File: config.mk
export PLATFORM = sky130hd
export DESIGN_NAME = FpUnitTop
export DESIGN_NICKNAME = d
export VERILOG_FILES = /design/src/FpTypes.sv /design/src/FpOpTypes.sv /design/src/FpUnitTop.sv /design/src/Fp32Unit.sv /design/src/FpComparator.sv /design/src/FpSignUnit.sv /design/src/FpClassifier.sv /design/src/FpPipeReg.sv
export VERILOG_INCLUDE_DIRS = /design/src
export SDC_FILE = /design/constraint.sdc
export NUM_CORES = 1
export LEC_CHECK = 0
export CELL_PAD_IN_SITES_DETAIL_PLACEMENT = 0
export CELL_PAD_IN_SITES_GLOBAL_PLACEMENT = 2
export CORE_ASPECT_RATIO = 0.8
export CORE_UTILIZATION = 45
export CTS_BUF_LIST = sky130_fd_sc_hd__clkbuf_8
export CTS_CLUSTER_SIZE = 10
export DETAILED_ROUTE_END_ITERATION = 6
export DONT_BUFFER_PORTS = 1
export GPL_ROUTABILITY_DRIVEN = 0
export PLACE_DENSITY = 0.88
export RECOVER_POWER = 25
export SKIP_LAST_GASP = 1
export SYNTH_ARGS = -nofsm -noshare
export SYNTH_HDL_FRONTEND = slang
export SYNTH_SLANG_ARGS = --single-unit
File: constraint.sdc
create_clock -name clk -period 4.2 [get_ports clk]
set_input_delay 0.84 -clock clk [delete_from_list [all_inputs] [get_ports clk]]
set_output_delay 0.84 -clock clk [all_outputs]
set_load 0.01 [all_outputs]
File: src/FpUnit_defines.svh
//////////////////////////////////////////////////////////////////////
// Shared constants of the single-precision execute unit: binary32
// field widths, the canonical quiet NaN and the FCLASS bit positions.
// Include this file wherever one of these constants is needed.
//////////////////////////////////////////////////////////////////////

`ifndef FP_UNIT_DEFINES_SVH
`define FP_UNIT_DEFINES_SVH

// binary32 layout
`define FP_EXP_WIDTH  8
`define FP_FRAC_WIDTH 23

// returned by min/max when both sources are NaN
`define FP_CANONICAL_NAN 32'h7FC00000

// FCLASS.S result bit positions
`define FP_CLASS_NEG_INF       0
`define FP_CLASS_NEG_NORMAL    1
`define FP_CLASS_NEG_SUBNORMAL 2
`define FP_CLASS_NEG_ZERO      3
`define FP_CLASS_POS_ZERO      4
`define FP_CLASS_POS_SUBNORMAL 5
`define FP_CLASS_POS_NORMAL    6
`define FP_CLASS_POS_INF       7
`define FP_CLASS_SIGNALING_NAN 8
`define FP_CLASS_QUIET_NAN     9

`endif
File: src/FpTypes.sv
//////////////////////////////////////////////////////////////////////
// Number-format types of the F extension: the binary32 layout, the
// accrued exception flags and the integer register word that also
// carries the FCLASS result. Compile before the operation package.
//////////////////////////////////////////////////////////////////////

`include "FpUnit_defines.svh"

package FpTypes;

    // integer register word, also used for raw FP register contents
    typedef logic [31:0] word_t;

    // IEEE 754 binary32, sign in the top bit
    typedef struct packed {
        logic                        sign;
        logic [`FP_EXP_WIDTH-1:0]    exponent;
        logic [`FP_FRAC_WIDTH-1:0]   fraction;
    } fp32_t;

    // accrued flags in fflags order, NV is bit 4
    typedef struct packed {
        // invalid operation
        logic nv;
        // divide by zero
        logic dz;
        // overflow
        logic of;
        // underflow
        logic uf;
        // inexact
        logic nx;
    } fflags_t;

    // the class word is a word_t with exactly one of bits 0..9 set,
    // see the FP_CLASS_* positions in the defines header

endpackage

File: src/FpOpTypes.sv
//////////////////////////////////////////////////////////////////////
// Operation types of the execute unit: which sub-unit runs, the
// commands of the sign and compare sub-units, and the request and
// response words that travel through the pipeline registers.
//////////////////////////////////////////////////////////////////////

package FpOpTypes;

    // 3 bits leave room for conversion, fma, div and sqrt
    typedef enum logic [2:0] {
        FpUnitType_Move       = 3'd0,
        FpUnitType_Classifier = 3'd1,
        FpUnitType_Sign       = 3'd2,
        FpUnitType_Comparator = 3'd3
    } FpUnitType;

    typedef enum logic [1:0] {
        FpSignCommand_Sgnj  = 2'd0,
        FpSignCommand_Sgnjn = 2'd1,
        FpSignCommand_Sgnjx = 2'd2
    } FpSignCommand;

    typedef enum logic [2:0] {
        FpCmpCommand_Eq  = 3'd0,
        FpCmpCommand_Lt  = 3'd1,
        FpCmpCommand_Le  = 3'd2,
        FpCmpCommand_Min = 3'd3,
        FpCmpCommand_Max = 3'd4
    } FpCmpCommand;

    typedef struct packed {
        FpSignCommand sign;
        FpCmpCommand  cmp;
    } FpUnitCommand;

    // 104 bits
    typedef struct packed {
        FpUnitType      unit;
        FpUnitCommand   command;
        FpTypes::word_t intSrc;
        FpTypes::word_t fpSrc1;
        FpTypes::word_t fpSrc2;
    } FpRequest_t;

    // 70 bits
    typedef struct packed {
        FpTypes::word_t   intResult;
        FpTypes::word_t   fpResult;
        logic             writeFlags;
        FpTypes::fflags_t flags;
    } FpResponse_t;

endpackage

File: src/FpUnitTop.sv
//////////////////////////////////////////////////////////////////////
// Registered wrapper of the execute unit. A request sampled with
// inValid high comes back on rsp with outValid two edges later.
// One request may enter per cycle and there is no back-pressure,
// so the consumer takes rsp in the cycle outValid is high.
//////////////////////////////////////////////////////////////////////

`timescale 1ns/1ps

module FpUnitTop (
    input  logic                   clk,
    input  logic                   reset,
    input  logic                   inValid,
    input  FpOpTypes::FpRequest_t  req,
    output logic                   outValid,
    output FpOpTypes::FpResponse_t rsp
);

    import FpOpTypes::*;

    FpRequest_t  reqReg;
    logic        reqValid;
    FpResponse_t rspComb;

    // stage 1, operand register
    FpPipeReg #(
        .payload_t (FpRequest_t)
    ) reqStage (
        .clk      (clk),
        .reset    (reset),
        .inValid  (inValid),
        .in       (req),
        .outValid (reqValid),
        .out      (reqReg)
    );

    Fp32Unit execUnit (
        .unit            (reqReg.unit),
        .command         (reqReg.command),
        .intSrc          (reqReg.intSrc),
        .fpSrc1          (reqReg.fpSrc1),
        .fpSrc2          (reqReg.fpSrc2),
        .intResult       (rspComb.intResult),
        .fpResult        (rspComb.fpResult),
        .writeFlags      (rspComb.writeFlags),
        .writeFlagsValue (rspComb.flags)
    );

    // stage 2, result register
    FpPipeReg #(
        .payload_t (FpResponse_t)
    ) rspStage (
        .clk      (clk),
        .reset    (reset),
        .inValid  (reqValid),
        .in       (rspComb),
        .outValid (outValid),
        .out      (rsp)
    );

endmodule

File: src/Fp32Unit.sv
//////////////////////////////////////////////////////////////////////
// Combinational single-precision execute unit. Runs the classifier,
// sign and compare sub-units side by side and selects one result
// set by unit type, together with the flag-write control.
// Results of unselected paths are driven to zero.
//////////////////////////////////////////////////////////////////////

`timescale 1ns/1ps

module Fp32Unit (
    input  FpOpTypes::FpUnitType    unit,
    input  FpOpTypes::FpUnitCommand command,
    input  FpTypes::word_t          intSrc,
    input  FpTypes::word_t          fpSrc1,
    input  FpTypes::word_t          fpSrc2,
    output FpTypes::word_t          intResult,
    output FpTypes::word_t          fpResult,
    output logic                    writeFlags,
    output FpTypes::fflags_t        writeFlagsValue
);

    import FpTypes::*;
    import FpOpTypes::*;

    word_t classWord;
    FpClassifier classifier (
        .fpSrc     (fpSrc1),
        .classWord (classWord)
    );

    word_t fpResultSign;
    FpSignUnit signUnit (
        .command  (command.sign),
        .fpSrc1   (fpSrc1),
        .fpSrc2   (fpSrc2),
        .fpResult (fpResultSign)
    );

    word_t   intResultCmp;
    word_t   fpResultCmp;
    fflags_t flagsCmp;
    FpComparator comparator (
        .command   (command.cmp),
        .fpSrc1    (fpSrc1),
        .fpSrc2    (fpSrc2),
        .intResult (intResultCmp),
        .fpResult  (fpResultCmp),
        .flags     (flagsCmp)
    );

    always_comb begin
        intResult       = '0;
        fpResult        = '0;
        writeFlags      = 1'b0;
        writeFlagsValue = '0;
        case (unit)
            FpUnitType_Move: begin
                // FMV.X.W and FMV.W.X, raw bit copies
                intResult = fpSrc1;
                fpResult  = intSrc;
            end
            FpUnitType_Classifier: begin
                intResult = classWord;
            end
            FpUnitType_Sign: begin
                fpResult = fpResultSign;
            end
            FpUnitType_Comparator: begin
                intResult       = intResultCmp;
                fpResult        = fpResultCmp;
                writeFlags      = 1'b1;
                writeFlagsValue = flagsCmp;
            end
            default: begin
                // omitted units answer with zeros
                writeFlags = 1'b0;
            end
        endcase
    end

endmodule

File: src/FpComparator.sv
//////////////////////////////////////////////////////////////////////
// Compare and min/max for FEQ.S, FLT.S, FLE.S, FMIN.S and FMAX.S.
// Compares write 0/1 to the integer result, min/max write the FP
// result. NV follows the RISC-V rules for quiet and signaling NaNs.
// Outputs a command does not use are zero. Purely combinational.
//////////////////////////////////////////////////////////////////////

`timescale 1ns/1ps
`include "FpUnit_defines.svh"

module FpComparator (
    input  FpOpTypes::FpCmpCommand command,
    input  FpTypes::word_t         fpSrc1,
    input  FpTypes::word_t         fpSrc2,
    output FpTypes::word_t         intResult,
    output FpTypes::word_t         fpResult,
    output FpTypes::fflags_t       flags
);

    import FpTypes::*;
    import FpOpTypes::*;

    fp32_t a;
    fp32_t b;
    logic [`FP_EXP_WIDTH+`FP_FRAC_WIDTH-1:0] magA;
    logic [`FP_EXP_WIDTH+`FP_FRAC_WIDTH-1:0] magB;

    logic aNan, bNan, aSnan, bSnan;
    logic anyNan, anySnan;
    logic bothZero;
    logic equal;
    logic lessSigned;
    logic lessOrdered;

    assign a    = fpSrc1;
    assign b    = fpSrc2;
    assign magA = {a.exponent, a.fraction};
    assign magB = {b.exponent, b.fraction};

    assign aNan  = (&a.exponent) && (|a.fraction);
    assign bNan  = (&b.exponent) && (|b.fraction);
    assign aSnan = aNan && !a.fraction[`FP_FRAC_WIDTH-1];
    assign bSnan = bNan && !b.fraction[`FP_FRAC_WIDTH-1];

    assign anyNan   = aNan || bNan;
    assign anySnan  = aSnan || bSnan;
    assign bothZero = (magA == '0) && (magB == '0);

    // -0 and +0 compare equal for FEQ
    assign equal = !anyNan && ((fpSrc1 == fpSrc2) || bothZero);

    // ordering with -0 below +0, as min/max want it
    assign lessSigned = (a.sign != b.sign) ? a.sign :
                        (a.sign ? (magA > magB) : (magA < magB));

    // FLT ordering, zeros of either sign are equal here
    assign lessOrdered = !anyNan && !bothZero && lessSigned;

    always_comb begin
        intResult = '0;
        fpResult  = '0;
        flags     = '0;
        case (command)
            FpCmpCommand_Eq: begin
                intResult = {31'b0, equal};
                flags.nv  = anySnan;
            end
            FpCmpCommand_Lt: begin
                intResult = {31'b0, lessOrdered};
                flags.nv  = anyNan;
            end
            FpCmpCommand_Le: begin
                intResult = {31'b0, lessOrdered || equal};
                flags.nv  = anyNan;
            end
            FpCmpCommand_Min, FpCmpCommand_Max: begin
                if (aNan && bNan) begin
                    fpResult = `FP_CANONICAL_NAN;
                end else if (aNan) begin
                    fpResult = fpSrc2;
                end else if (bNan) begin
                    fpResult = fpSrc1;
                end else if (command == FpCmpCommand_Min) begin
                    fpResult = lessSigned ? fpSrc1 : fpSrc2;
                end else begin
                    fpResult = lessSigned ? fpSrc2 : fpSrc1;
                end
                // quiet NaNs are silent for min/max
                flags.nv = anySnan;
            end
            default: begin
                intResult = '0;
            end
        endcase
    end

endmodule

File: src/FpSignUnit.sv
//////////////////////////////////////////////////////////////////////
// Sign injection for FSGNJ.S, FSGNJN.S and FSGNJX.S. The magnitude
// always comes from the first source; only the sign bit changes.
// Purely combinational, never raises a flag.
//////////////////////////////////////////////////////////////////////

`timescale 1ns/1ps

module FpSignUnit (
    input  FpOpTypes::FpSignCommand command,
    input  FpTypes::word_t          fpSrc1,
    input  FpTypes::word_t          fpSrc2,
    output FpTypes::word_t          fpResult
);

    import FpTypes::*;
    import FpOpTypes::*;

    fp32_t src1;
    fp32_t src2;
    fp32_t result;

    assign src1 = fpSrc1;
    assign src2 = fpSrc2;

    always_comb begin
        result = src1;
        case (command)
            FpSignCommand_Sgnj:  result.sign = src2.sign;
            FpSignCommand_Sgnjn: result.sign = ~src2.sign;
            FpSignCommand_Sgnjx: result.sign = src1.sign ^ src2.sign;
            // unused encoding keeps src1 as it is
            default:             result.sign = src1.sign;
        endcase
    end

    assign fpResult = result;

endmodule

File: src/FpClassifier.sv
//////////////////////////////////////////////////////////////////////
// FCLASS.S decoder. Sets exactly one of the ten class bits for the
// operand and leaves the upper bits of the word at zero.
// Purely combinational.
//////////////////////////////////////////////////////////////////////

`timescale 1ns/1ps
`include "FpUnit_defines.svh"

module FpClassifier (
    input  FpTypes::word_t fpSrc,
    output FpTypes::word_t classWord
);

    import FpTypes::*;

    fp32_t x;
    logic  expAllOnes;
    logic  expZero;
    logic  fracZero;
    logic  quietBit;

    assign x          = fpSrc;
    assign expAllOnes = &x.exponent;
    assign expZero    = ~|x.exponent;
    assign fracZero   = ~|x.fraction;
    // top fraction bit tells quiet from signaling
    assign quietBit   = x.fraction[`FP_FRAC_WIDTH-1];

    always_comb begin
        classWord = '0;
        if (expAllOnes) begin
            if (fracZero) begin
                if (x.sign) classWord[`FP_CLASS_NEG_INF] = 1'b1;
                else        classWord[`FP_CLASS_POS_INF] = 1'b1;
            end else begin
                // NaN class ignores the sign
                if (quietBit) classWord[`FP_CLASS_QUIET_NAN]     = 1'b1;
                else          classWord[`FP_CLASS_SIGNALING_NAN] = 1'b1;
            end
        end else if (expZero) begin
            if (fracZero) begin
                if (x.sign) classWord[`FP_CLASS_NEG_ZERO] = 1'b1;
                else        classWord[`FP_CLASS_POS_ZERO] = 1'b1;
            end else begin
                if (x.sign) classWord[`FP_CLASS_NEG_SUBNORMAL] = 1'b1;
                else        classWord[`FP_CLASS_POS_SUBNORMAL] = 1'b1;
            end
        end else begin
            if (x.sign) classWord[`FP_CLASS_NEG_NORMAL] = 1'b1;
            else        classWord[`FP_CLASS_POS_NORMAL] = 1'b1;
        end
    end

endmodule

File: src/FpPipeReg.sv
//////////////////////////////////////////////////////////////////////
// One pipeline stage with a valid bit. The payload type is a
// parameter, so the same stage holds requests and responses.
// Latency is one cycle, and there is no back-pressure.
//////////////////////////////////////////////////////////////////////

`timescale 1ns/1ps

module FpPipeReg #(
    parameter type payload_t = logic
) (
    input  logic     clk,
    input  logic     reset,
    input  logic     inValid,
    input  payload_t in,
    output logic     outValid,
    output payload_t out
);

    always_ff @(posedge clk) begin
        if (reset) begin
            outValid <= 1'b0;
        end else begin
            outValid <= inValid;
        end
    end

    // payload only moves with a valid beat
    always_ff @(posedge clk) begin
        if (inValid) begin
            out <= in;
        end
    end

endmodule

==> key figures <==
Status
  • Outcome: completed

GRT
  • Antenna violations before repair: 2
  • Largest net degree at the start of global routing: between 100 and 150
  • First-pass GRT wire length: roughly 26000 um
  • Vias in the first global route: roughly 4300
  • GRT overflow: 0
  • GRT Overall Usage: 0.208

STA
  • Final Hold Fails: 0
  • Post-route minimum period: ~3.7 ns
  • Total negative slack: 0 ns
  • Final setup fails: 0
  • Final period utilization: 0.879
  • Pins over their slew limit: 0
  • Setup Skew: 0.0183 ns
  • RSZ-0062 raised after global routing: false
  • Relative slew slack: 0.283
  • Max Fclk: approximately 270 MHz
  • Slew at the pin with the worst max-slew slack: roughly 1.1 ns

Routing
  • Routed Antenna Nets: 0
  • Drt pass-1 iters: 5
  • DRT iter0 DRCs: around 480
  • # DRC: 0
  • Via total after detailed routing: around 4400
  • Routed WL per cell: around 23 um
  • Via/cell ratio: 5.88
  • Final wirelength: approximately 17000 um

Clock tree
  • Max Buffers Root-to-Sink: 2
  • Setup Fix Bufs, Post-CTS: 0
  • Hold buffers post-CTS: 0
  • Clk pin slew, worst setup/hold paths: approximately 0.10 ns
  • Post_cts resized: 0
  • Num Clock Sinks: 172
  • CTS Buf Count: 17
  • H-Tree Depth: 4
  • CTS tree: built
  • CTS root buffer: clkbuf_8
  • Clk_lat worst skew: between 0.4 and 0.5 ns

Placed design
  • Placed cell areas: roughly 7700 um2
  • IO buf count: 0
  • HPWL after DPL: roughly 12000 um
  • Number of placed cells counting well taps: between 700 and 800

Finish
  • Area growth syn-to-layout: 7.98%
  • Post-route cell area: approximately 8100 um2
  • Finished Layout Cells: roughly 750
  • Share of post-route cells with drive strength above 1: 0.0870
  • Nets: between 600 and 700
  • Utilization after layout: 0.505

Hold path
  • Hold path cells: 1
  • Hold WC Path Type: in -> reg

Yosys
  • Post-synthesis instance total: roughly 510
  • Synthesis Warnings: 0
  • Synth Flop Type: edfxtp_1
  • Ranking of synthesized cells by area: edfxtp_1, ha_1, and2_1
  • Register bit total from synthesis: approximately 170
  • Distinct cell type count after synthesis: 52
  • Mean Syn Cell Area: 14.6 um2
  • Top-area cell type share of the netlist area: 0.682
  • Yosys top cell by area: edfxtp_1
  • Syn Std Cell Area: 7480 um2
  • Asr flop ratio synth: 0
  • Sequential share of the synthesized area: 0.688
  • Number of flops mapped to enable cells by yosys: 170

Job
  • Max-cap violations: 0

Worst setup path
  • Crit-path max FO: 21
  • Required time worst endpoint: ~4.5 ns
  • R2R cell count: 10
  • WP data arrival: between 4 and 5 ns
  • Worst Setup Path Type: reg -> reg
  • CP endpoint kind: flop
  • Startpoint Class: flop
  • Slowest CP cell: nor2_2
  • Slowest stage delay, CP: roughly 0.83 ns
  • Critical-path cell list: ha_1 > a211oi_1 > nor2_1 > a2111oi_2 > o31ai_1 > a21oi_2 > mux2i_4 > mux2i_1 > nor2_2 > a221o_1

Power and ir drop
  • Worst IR Drop VDD: 0.344 mV
  • Leak pwr: around 2.8 nW
  • Power Density: approximately 450 nW/um2
  • Tot Pwr: 3.61 mW

Die
  • Initial Utilization: 0.467
  • Die area: ~17000 um2
  • Rows: 41
  • Die W: between 100 and 150 um
  • IO Count: ~180
  • Area of the core: roughly 16000 um2
  • Die Ht: around 120 um
## area by class of cell
class                   count  area (um2)
inverters                  34         128
clock buffers              17         234
diodes                      1        2.50
multi-input cells         287        2100
flip-flops and latches    172        5150
repair buffers              4        30.0
well taps                 215         269
clock inverters            15         163
fillers                  1387        7930
## state kept, by name, summed over array words and instances (netlist names)
name               count
reqStage.out         104
reqStage.outValid      1
rspStage.out          66
rspStage.outValid      1
## synthesized netlist by cell type (2+ instances only)
| cell type | number |
|---|---|
| or4_1 | 2 |
| nand3_1 | 8 |
| o21ai_0 | 11 |
| and3_1 | 2 |
| a21oi_1 | 12 |
| xnor2_1 | 2 |
| nor4_1 | 12 |
| ha_1 | 33 |
| a21oi_2 | 2 |
| a221o_1 | 30 |
| nand2_1 | 19 |
| nor2b_1 | 2 |
| dfxtp_1 | 2 |
| nand4_1 | 14 |
| nor2_1 | 25 |
| o31ai_1 | 3 |
| a31oi_1 | 3 |
| a22o_1 | 5 |
| buf_6 | 4 |
| o21ai_1 | 2 |
| o31a_1 | 2 |
| nor3_1 | 9 |
| a32o_1 | 2 |
| a211oi_1 | 6 |
| buf_4 | 4 |
| mux2i_1 | 3 |
| and2_1 | 50 |
| inv_1 | 34 |
| or2_2 | 2 |
| a22oi_1 | 2 |
| clkbuf_1 | 13 |
| and4_1 | 2 |
| edfxtp_1 | 170 |
## report_power, final
| part | internal [mW] | switching (mW) | total (mW) |
|---|---|---|---|
| registers | 2.04 | 0.139 | 2.18 |
| clock network | 0.540 | 0.637 | 1.18 |
| logic | 0.114 | 0.139 | 0.253 |
| total | 2.69 | 0.915 | 3.61 |
## stage by stage
stage	hold WS (ns)	setup WS [ns]
global route	0.402	0.225
floorplan	0.512	1.18
finish	0.434	0.509
detailed placement	0.541	0.520
global placement	0.562	0.620
CTS	0.403	0.479
## critical path, delay by kind of cell, from the launching register on
| family | cells | cell delay [ns] |
|---|---|---|
| simple gates | 2 | 0.92 |
| mux | 2 | 0.57 |
| compound gates | 5 | 1.21 |
| flops | 1 | 0.51 |
| fa+ha+maj | 1 | 0.34 |
## cells by family after synthesis
| kind of cell | count (synthesis) | share of synthesized area |
|---|---|---|
| xor gates and xnor gates | 4 | 0.00719 |
| AOI/OAI and AO/OA | 88 | 0.0945 |
| muxes | 4 | 0.00702 |
| and+or+nand+nor | 154 | 0.114 |
| DFF | 172 | 0.688 |
| other | 1 | 0.000501 |
| adders and majority gates | 33 | 0.0552 |
| buffers and inverters | 55 | 0.0336 |
## metal layers
| metal | vias to the layer above | GRT usage | share of wire |
|---|---|---|---|
| met3 | 28 | 0.0782 | 0.099 |
| li1 | 1987 | - | - |
| met1 | 2132 | 0.276 | 0.44 |
| met2 | 229 | 0.309 | 0.45 |
| met5 | - | 0 | 0.00075 |
| met4 | 2 | 0.0775 | 0.017 |
## path summary, 6_finish.rpt
path	start	slack (ns)	to
hold / removal	reset	0.43	reqStage.outValid
setup reg to reg	reqStage.out[38]	0.51	rspStage.out[19]
hold reg to reg	reqStage.out[64]	0.58	rspStage.out[6]
setup / recovery	reqStage.out[38]	0.51	rspStage.out[19]
## layout by cell type, fill, tap and decap left out, types with 3 or more instances in the layout
cell and count:
nor3_1 8, o21ai_0 11, a21oi_1 12, conb_1 4
clkinv_4 3, nand4_1 14, nor2_1 24, edfxtp_1 170
nor4_1 12, a211oi_1 6, o31ai_1 3, and2_1 50
mux2i_1 3, a22o_1 5, a221o_1 30, buf_4 4
a31oi_1 3, inv_1 35, inv_6 4, nand2_1 19
ha_1 33, clkbuf_8 17, nand3_1 8
Power figures use the tool's default switching activity.
